[config.mk]
export PLATFORM = sky130hd
export DESIGN_NAME = gfx_vga
export DESIGN_NICKNAME = d
export VERILOG_FILES = /design/src/hdl/gfx_pkg.sv /design/src/hdl/mem_pkg.sv /design/src/hdl/fb_mem_if.sv /design/src/hdl/fb_mem.sv /design/src/hdl/fb_writer.sv /design/src/hdl/vga_timing.sv /design/src/hdl/vga_fb_pixel_stream.sv /design/src/hdl/gfx_vga.sv
export VERILOG_INCLUDE_DIRS = /design/src /design/src/hdl
export SDC_FILE = /design/constraint.sdc
export NUM_CORES = 2
export LEC_CHECK = 0
export BUFFER_PORTS_ARGS = -buffer_cell sky130_fd_sc_hd__buf_2
export CORE_ASPECT_RATIO = 0.7
export CORE_MARGIN = 4
export CORE_UTILIZATION = 55
export CTS_CLUSTER_DIAMETER = 120
export DETAILED_ROUTE_END_ITERATION = 8
export GPL_ROUTABILITY_DRIVEN = 1
export GPL_TIMING_DRIVEN = 0
export PLACE_DENSITY_LB_ADDON = 0.1
export SLEW_MARGIN = 20
export SYNTH_ARGS = -nofsm -noshare
export SYNTH_HDL_FRONTEND = slang
export SYNTH_SLANG_ARGS = --single-unit
[constraint.sdc]
create_clock -name clk -period 10.99 [get_ports clk]
set_clock_uncertainty 0.15 [all_clocks]
set_input_delay 0 -clock clk [delete_from_list [all_inputs] [get_ports clk]]
set_output_delay 0 -clock clk [all_outputs]
set_load 0.1 [all_outputs]
[src/hdl/gfx_params.svh]
`ifndef GFX_PARAMS_SVH
`define GFX_PARAMS_SVH

// horizontal timing, in clocks (one clock is one pixel)
`define GFX_H_VISIBLE 16
`define GFX_H_FRONT   2
`define GFX_H_SYNC    3
`define GFX_H_BACK    3
`define GFX_H_TOTAL   (`GFX_H_VISIBLE + `GFX_H_FRONT + `GFX_H_SYNC + `GFX_H_BACK)

// vertical timing, in lines
`define GFX_V_VISIBLE 12
`define GFX_V_FRONT   1
`define GFX_V_SYNC    2
`define GFX_V_BACK    2
`define GFX_V_TOTAL   (`GFX_V_VISIBLE + `GFX_V_FRONT + `GFX_V_SYNC + `GFX_V_BACK)

// framebuffer geometry
`define GFX_X_BITS     5
`define GFX_Y_BITS     4
`define GFX_ADDR_BITS  8
`define GFX_FB_WORDS   (`GFX_H_VISIBLE * `GFX_V_VISIBLE)
`define GFX_PIXEL_BITS 12

`endif

[src/hdl/gfx_pkg.sv]
`default_nettype none

`include "gfx_params.svh"

package gfx_pkg;

  // one colour channel, a third of a pixel
  typedef logic [`GFX_PIXEL_BITS/3-1:0] color_t;

  typedef struct packed {
    color_t red;
    color_t grn;
    color_t blu;
  } rgb_t;

  // the writer stores raw bits, the display side reads the channels
  typedef union packed {
    logic [`GFX_PIXEL_BITS-1:0] raw;
    rgb_t                       rgb;
  } fb_word_u;

endpackage

`default_nettype wire

[src/hdl/mem_pkg.sv]
`default_nettype none

`include "gfx_params.svh"

package mem_pkg;

  // linear address, y * line width + x
  typedef logic [`GFX_ADDR_BITS-1:0] fb_addr_t;

  // one framebuffer write request
  typedef struct packed {
    fb_addr_t          addr;
    gfx_pkg::fb_word_u data;
  } fb_wr_t;

endpackage

`default_nettype wire

[src/hdl/fb_mem_if.sv]
`default_nettype none

`include "gfx_params.svh"

interface fb_mem_if;
  import gfx_pkg::*;
  import mem_pkg::*;

  // write channel, valid/ready
  logic     wr_valid;
  fb_wr_t   wr_req;
  logic     wr_ready;

  // read channel, fixed one clock latency
  logic     rd_en;
  fb_addr_t rd_addr;
  fb_word_u rd_data;

  modport writer(
    output wr_valid,
    output wr_req,
    input  wr_ready
  );

  modport reader(
    output rd_en,
    output rd_addr,
    input  rd_data
  );

  modport mem(
    input  wr_valid,
    input  wr_req,
    output wr_ready,
    input  rd_en,
    input  rd_addr,
    output rd_data
  );

endinterface

`default_nettype wire

[src/hdl/fb_mem.sv]
`default_nettype none

`include "gfx_params.svh"

module fb_mem (
  input wire    clk,
  input wire    reset,
  fb_mem_if.mem mem
);
  import gfx_pkg::*;
  import mem_pkg::*;

  localparam int WORDS = `GFX_FB_WORDS;

  fb_word_u fb_q [0:WORDS-1];

  logic     wr_fire;
  fb_wr_t   wr_req;
  fb_addr_t rd_addr;

  assign wr_req  = mem.wr_req;
  assign rd_addr = mem.rd_addr;

  // display reads own the port, writes only go in idle cycles
  assign mem.wr_ready = ~mem.rd_en;

  // no writes land while the design is held in reset
  assign wr_fire = mem.wr_valid & mem.wr_ready & ~reset;

  always_ff @(posedge clk) begin
    if (wr_fire) begin
      fb_q[wr_req.addr] <= wr_req.data;
    end
  end

  // read data shows up one clock later and holds otherwise
  always_ff @(posedge clk) begin
    if (mem.rd_en) begin
      mem.rd_data <= fb_q[rd_addr];
    end
  end

endmodule

`default_nettype wire

[src/hdl/fb_writer.sv]
`default_nettype none

`include "gfx_params.svh"

module fb_writer (
  input  wire                     clk,
  input  wire                     reset,
  input  wire [`GFX_X_BITS-1:0]   gfx_x,
  input  wire [`GFX_Y_BITS-1:0]   gfx_y,
  input  gfx_pkg::rgb_t           gfx_color,
  input  wire                     gfx_valid,
  output logic                    gfx_ready,
  fb_mem_if.writer                mem
);
  import mem_pkg::*;

  localparam int AW = `GFX_ADDR_BITS;
  localparam logic [`GFX_X_BITS-1:0] X_LIMIT = `GFX_X_BITS'(`GFX_H_VISIBLE);
  localparam logic [`GFX_Y_BITS-1:0] Y_LIMIT = `GFX_Y_BITS'(`GFX_V_VISIBLE);
  localparam fb_addr_t LINE_WORDS = AW'(`GFX_H_VISIBLE);

  logic     pend_valid;
  fb_wr_t   pend_req;
  logic     accept;
  logic     in_range;
  logic     wr_done;
  fb_addr_t lin_addr;

  assign in_range = (gfx_x < X_LIMIT) && (gfx_y < Y_LIMIT);
  assign lin_addr = AW'(gfx_y) * LINE_WORDS + AW'(gfx_x);

  assign mem.wr_valid = pend_valid;
  assign mem.wr_req   = pend_req;

  assign wr_done   = pend_valid & mem.wr_ready;
  // free slot, or the pending write leaves this cycle
  assign gfx_ready = ~pend_valid | wr_done;
  assign accept    = gfx_valid & gfx_ready;

  always_ff @(posedge clk) begin
    if (reset) begin
      pend_valid <= 1'b0;
    end else if (accept) begin
      // off-screen writes are taken but dropped here
      pend_valid <= in_range;
    end else if (wr_done) begin
      pend_valid <= 1'b0;
    end
  end

  always_ff @(posedge clk) begin
    if (accept) begin
      pend_req.addr     <= lin_addr;
      pend_req.data.raw <= gfx_color;
    end
  end

endmodule

`default_nettype wire

[src/hdl/vga_timing.sv]
`default_nettype none

`include "gfx_params.svh"

module vga_timing (
  input  wire                     clk,
  input  wire                     reset,
  input  wire                     enable,
  output logic [`GFX_X_BITS-1:0]  x,
  output logic [`GFX_Y_BITS-1:0]  y,
  output logic                    visible,
  output logic                    hsync,
  output logic                    vsync
);
  localparam int HB = `GFX_X_BITS;
  localparam int VB = $clog2(`GFX_V_TOTAL);

  localparam logic [HB-1:0] H_LAST   = HB'(`GFX_H_TOTAL - 1);
  localparam logic [HB-1:0] H_VIS    = HB'(`GFX_H_VISIBLE);
  localparam logic [HB-1:0] H_SYNC_S = HB'(`GFX_H_VISIBLE + `GFX_H_FRONT);
  localparam logic [HB-1:0] H_SYNC_E = HB'(`GFX_H_VISIBLE + `GFX_H_FRONT + `GFX_H_SYNC);

  localparam logic [VB-1:0] V_LAST   = VB'(`GFX_V_TOTAL - 1);
  localparam logic [VB-1:0] V_VIS    = VB'(`GFX_V_VISIBLE);
  localparam logic [VB-1:0] V_SYNC_S = VB'(`GFX_V_VISIBLE + `GFX_V_FRONT);
  localparam logic [VB-1:0] V_SYNC_E = VB'(`GFX_V_VISIBLE + `GFX_V_FRONT + `GFX_V_SYNC);

  logic [HB-1:0] h_cnt;
  logic [VB-1:0] v_cnt;

  always_ff @(posedge clk) begin
    if (reset || !enable) begin
      h_cnt <= '0;
      v_cnt <= '0;
    end else if (h_cnt == H_LAST) begin
      h_cnt <= '0;
      // end of line, step the frame
      v_cnt <= (v_cnt == V_LAST) ? '0 : v_cnt + 1'b1;
    end else begin
      h_cnt <= h_cnt + 1'b1;
    end
  end

  assign x = h_cnt;
  // only meaningful inside the visible lines
  assign y = v_cnt[`GFX_Y_BITS-1:0];

  // disabled display never claims the read port
  assign visible = enable && (h_cnt < H_VIS) && (v_cnt < V_VIS);

  // sync pulses are active low
  assign hsync = ~((h_cnt >= H_SYNC_S) && (h_cnt < H_SYNC_E));
  assign vsync = ~((v_cnt >= V_SYNC_S) && (v_cnt < V_SYNC_E));

endmodule

`default_nettype wire

[src/hdl/vga_fb_pixel_stream.sv]
`default_nettype none

`include "gfx_params.svh"

module vga_fb_pixel_stream (
  input  wire                     clk,
  input  wire                     reset,
  input  wire [`GFX_X_BITS-1:0]   x,
  input  wire [`GFX_Y_BITS-1:0]   y,
  input  wire                     visible,
  input  wire                     hsync_in,
  input  wire                     vsync_in,
  fb_mem_if.reader                mem,
  output gfx_pkg::color_t         red,
  output gfx_pkg::color_t         grn,
  output gfx_pkg::color_t         blu,
  output logic                    hsync,
  output logic                    vsync
);
  import gfx_pkg::*;

  localparam int AW = `GFX_ADDR_BITS;
  localparam logic [AW-1:0] LINE_WORDS = AW'(`GFX_H_VISIBLE);

  logic vis_d1;
  logic hs_d1;
  logic vs_d1;
  rgb_t pix;

  // read the pixel under the raster right now
  assign mem.rd_en   = visible;
  assign mem.rd_addr = AW'(y) * LINE_WORDS + AW'(x);

  // returned word, decoded as colour channels
  assign pix = mem.rd_data.rgb;

  // first stage, lines up with the read data
  always_ff @(posedge clk) begin
    if (reset) begin
      vis_d1 <= 1'b0;
      hs_d1  <= 1'b1;
      vs_d1  <= 1'b1;
    end else begin
      vis_d1 <= visible;
      hs_d1  <= hsync_in;
      vs_d1  <= vsync_in;
    end
  end

  // second stage, the output registers
  always_ff @(posedge clk) begin
    if (reset) begin
      red   <= '0;
      grn   <= '0;
      blu   <= '0;
      hsync <= 1'b1;
      vsync <= 1'b1;
    end else begin
      hsync <= hs_d1;
      vsync <= vs_d1;
      if (vis_d1) begin
        red <= pix.red;
        grn <= pix.grn;
        blu <= pix.blu;
      end else begin
        // blanking
        red <= '0;
        grn <= '0;
        blu <= '0;
      end
    end
  end

endmodule

`default_nettype wire

[src/hdl/gfx_vga.sv]
`default_nettype none

`include "gfx_params.svh"

module gfx_vga (
  input  wire                        clk,
  input  wire                        reset,

  // drawing port
  input  wire [`GFX_X_BITS-1:0]      gfx_x,
  input  wire [`GFX_Y_BITS-1:0]      gfx_y,
  input  wire [`GFX_PIXEL_BITS-1:0]  gfx_color,
  input  wire                        gfx_valid,
  output wire                        gfx_ready,

  // vga output
  input  wire                        vga_enable,
  output gfx_pkg::color_t            vga_red,
  output gfx_pkg::color_t            vga_grn,
  output gfx_pkg::color_t            vga_blu,
  output wire                        vga_hsync,
  output wire                        vga_vsync
);
  wire [`GFX_X_BITS-1:0] tim_x;
  wire [`GFX_Y_BITS-1:0] tim_y;
  wire                   tim_visible;
  wire                   tim_hsync;
  wire                   tim_vsync;

  fb_mem_if fb_bus ();

  fb_writer fb_writer_inst (
    .clk      (clk),
    .reset    (reset),
    .gfx_x    (gfx_x),
    .gfx_y    (gfx_y),
    .gfx_color(gfx_color),
    .gfx_valid(gfx_valid),
    .gfx_ready(gfx_ready),
    .mem      (fb_bus.writer)
  );

  fb_mem fb_mem_inst (
    .clk  (clk),
    .reset(reset),
    .mem  (fb_bus.mem)
  );

  vga_timing vga_timing_inst (
    .clk    (clk),
    .reset  (reset),
    .enable (vga_enable),
    .x      (tim_x),
    .y      (tim_y),
    .visible(tim_visible),
    .hsync  (tim_hsync),
    .vsync  (tim_vsync)
  );

  // two clocks behind the timing counters
  vga_fb_pixel_stream vga_fb_pixel_stream_inst (
    .clk     (clk),
    .reset   (reset),
    .x       (tim_x),
    .y       (tim_y),
    .visible (tim_visible),
    .hsync_in(tim_hsync),
    .vsync_in(tim_vsync),
    .mem     (fb_bus.reader),
    .red     (vga_red),
    .grn     (vga_grn),
    .blu     (vga_blu),
    .hsync   (vga_hsync),
    .vsync   (vga_vsync)
  );

endmodule

`default_nettype wire

==> impl_metrics.toml <==
[clock_network]
h-tree-depth = 4
clock-root-buffer = "clkbuf_16"
worstSkewPairLatency_ns = 0.88
clockBufferDepth = 3
path_clk_slew_ns = 0.07
cts_tree = "done"
numCtsBuffers = 209
cts.sinks = 2364

[critical_path]
cpMostUsedCell = "buf_2"
startpoint = "vga_timing_inst.x[1]"
crit_path_end_kind = "register"
worstSetupPathType = "reg2reg"
worstPathRequired_ns = 11.36
r2r-start = "vga_timing_inst.x[1]"
start_kind = "register"
path_cells = "buf_2 > buf_2 > buf_2 > buf_2 > mux4_2 > o22ai_1 > nor3_1 > o311ai_1 > o31ai_1"
ff2ff_setup_slack_ns = 4.77
slowest_stage = "buf_2"
slowest_delay_ns = 0.87
crit_arrival_ns = 6.59
rr_worst_depth = 9
crit_fanout = 11

[final_layout]
final_util_pct = 64.59
syn2layout_area_growth_pct = 16.08
nNetsFinal = 4927
drive_gt1_share_pct = 28.64

[detailed_routing]
vias = 53700
viasPerCell = 7.363
dr.pass1.iters = 6
drc = 0
first_iter_violations = 11490
drtAntennaViolNets = 0
route.detailed.wl_per_inst_um = 50.21
drt_wl_total_um = 366200

[sta]
post-route-period-util_pct = 56.58
hold_violations = 0
finalSetupTns_ns = 0
drv_slew = 0
holdWs_ns = 0.1772
max_slew.worst_pin.slew_ns = 1.358
setup_viol = 0
slew_headroom_pct = 8.633
rsz0062_at_grt = "no"
max_freq_mhz = 160.8
period_minus_slack_ns = 6.218
worst_slack_ns = 4.772

[power_and_ir_drop]
p_sw_w = 0.004093
p_leak_nw = 33.11
comb_power_share_pct = 5.3
switching_share_pct = 22.24
p_per_area_mw_per_mm2 = 173.6
power.internal_w = 0.01431
pwr-share-clk_pct = 40.7
seqPwrFrac_pct = 54.0
ir_drop_uv = 158.8

[global_routing]
grt_pass1_vias = 48650
grt_pass1_wl_um = 472500
track_usage_pct = 42.58
grt_max_degree = 31
antenna_found_initial = 37
gr-total-overflow = 0

[place]
place_congestion = 1.057
dp_hpwl_um = 251300
dp_slack_ns = 4.810
port-buffer-count = 38

[floorplan]
dieHeight_um = 348.9
row_count = 124
core_area_mm2 = 0.1641
die_x_um = 495.1
start_util_pct = 55.64
design.die.area_mm2 = 0.1727
ios = 40

[run_status]
outcome = "finished clean"

[synthesis]
yosys.cell_types.count = 66
yosysWarnings = 0
syn-num-nets = 4402
synth.top_cell.area_share_pct = 76.81
yosys-top-cells-area = "edfxtp_1 (77%), mux4_2 (11%), mux2i_1 (2.9%)"
synth.avg_cell_area_um2 = 20.91
synth_ff_type = "edfxtp_1"
synth_common_cells = "edfxtp_1 (2336), mux4_2 (441), mux2i_1 (269)"
syn_area_mm2 = 0.09133
yosys.area.top_type = "edfxtp_1"
syn_inst = 4368
synth_edf_count = 2336
ys_seq_area_share_pct = 77.42
synth_most_common_cell = "edfxtp_1"
synthArstFlopShare_pct = 0
synth_seq_cells = 2364

[hold_path]
holdCritStartpoint = "reset"
worstHoldPathType = "in2reg"
hold_depth = 3

[flow_run]
maxCapViolCount = 0
## cells in the final DEF, fill, tap and decap left out, types with 28 or more instances in the layout
cell / n
dfxtp_1: 28
nor2_1: 46
mux2i_1: 269
clkbuf_1: 99
clkbuf_16: 217
a221oi_1: 42
nand3_1: 39
mux2_2: 32
buf_6: 90
clkinv_2: 36
buf_2: 104
buf_8: 130
o22ai_1: 48
clkinv_1: 45
clkbuf_2: 63
edfxtp_1: 2336
dlygate4sd3_1: 54
nor2_2: 194
a21oi_1: 89
a22oi_1: 90
buf_16: 40
nand2_1: 82
o221ai_1: 72
mux4_2: 441
## cell families (layout without fill, tap and decap cells)
group	after synthesis	after routing	share of synthesized area [%]
fa+ha+maj	9	9	0.1233
mux	748	748	14.34
simple gates	506	506	2.510
other cells	0	21	0
compound gates	461	461	3.684
buf+inv	268	967	1.808
xor+xnor	12	12	0.1151
flops	2364	2364	77.42
## metrics by stage
step / instances / instance area, um2 / total power [W]
after floorplan: 4368 / 91330 / 0.01056
after global placement: 6611 / 94280 / 0.01099
after detailed placement: 6831 / 98610 / 0.01104
after CTS: 7270 / 105900 / 0.01829
after global routing: 7273 / 106000 / 0.01873
final: 7293 / 106000 / 0.01841
## worst paths after layout
kind | end
setup / recovery | fb_mem_inst.mem.rd_data[10]
hold reg to reg | vga_fb_pixel_stream_inst.vsync
hold / removal | vga_fb_pixel_stream_inst.vis_d1
setup reg to reg | fb_mem_inst.mem.rd_data[10]
## registers in the layout, summed over array words and instances (netlist names), 4 cells and up
signal                        count
fb_mem_inst.fb_q               2304
fb_writer_inst.mem.wr_req        20
fb_mem_inst.mem.rd_data          12
vga_timing_inst.v_cnt             5
vga_timing_inst.x                 5
vga_fb_pixel_stream_inst.blu      4
vga_fb_pixel_stream_inst.grn      4
vga_fb_pixel_stream_inst.red      4
## layer usage
layer | share of wire [%] | vias to the layer above | wire length (um) | global-route usage, %
met1 | 36 | 28060 | 130000 | 58.91
met2 | 39 | 5452 | 142000 | 53.83
met4 | 5.4 | 26 | 19770 | 18.91
li1 | - | 19380 | - | -
met5 | 0.28 | - | 1009 | 2.555
met3 | 20 | 778 | 73330 | 25.12
## area by class of cell
class | instances | area [um2]
flip-flops and latches | 2364 | 70710
fillers | 11070 | 58130
multi-input cells | 1736 | 19530
clock buffers | 274 | 5724
repair buffers | 314 | 4441
well taps | 2205 | 2759
plain buffers | 260 | 1714
clock inverters | 111 | 1059
diodes | 21 | 52.55
inverters | 8 | 31.28
## critical path, delay by kind of cell, from the launching register on
family                 cells  cell delay, ns
buffers and inverters      4            2.65
AO/OA/AOI/OAI              3            1.73
AND/OR/NAND/NOR            1            0.21
multiplexers               1            0.50
flip-flops                 1            0.52
## power groups by stage
| stage | combinational (W) | clock (W) | sequential (W) |
|---|---|---|---|
| after floorplan | 0.000338 | 0 | 0.0102 |
| after global placement | 0.000662 | 0 | 0.0103 |
| after detailed placement | 0.000905 | 0 | 0.0101 |
| after CTS | 0.000922 | 0.00743 | 0.00994 |
| after global routing | 0.000964 | 0.00784 | 0.00993 |
| final | 0.000973 | 0.00750 | 0.00994 |
## repair_timing
item / 4_1_cts / 5_1_grt
hold buffers: 54 / 0
setup buffers: 0 / 0
hold endpoints to repair: 70 / 0
gates resized for setup: 0 / 0
No activity file was read; power rests on OpenSTA's default activity.
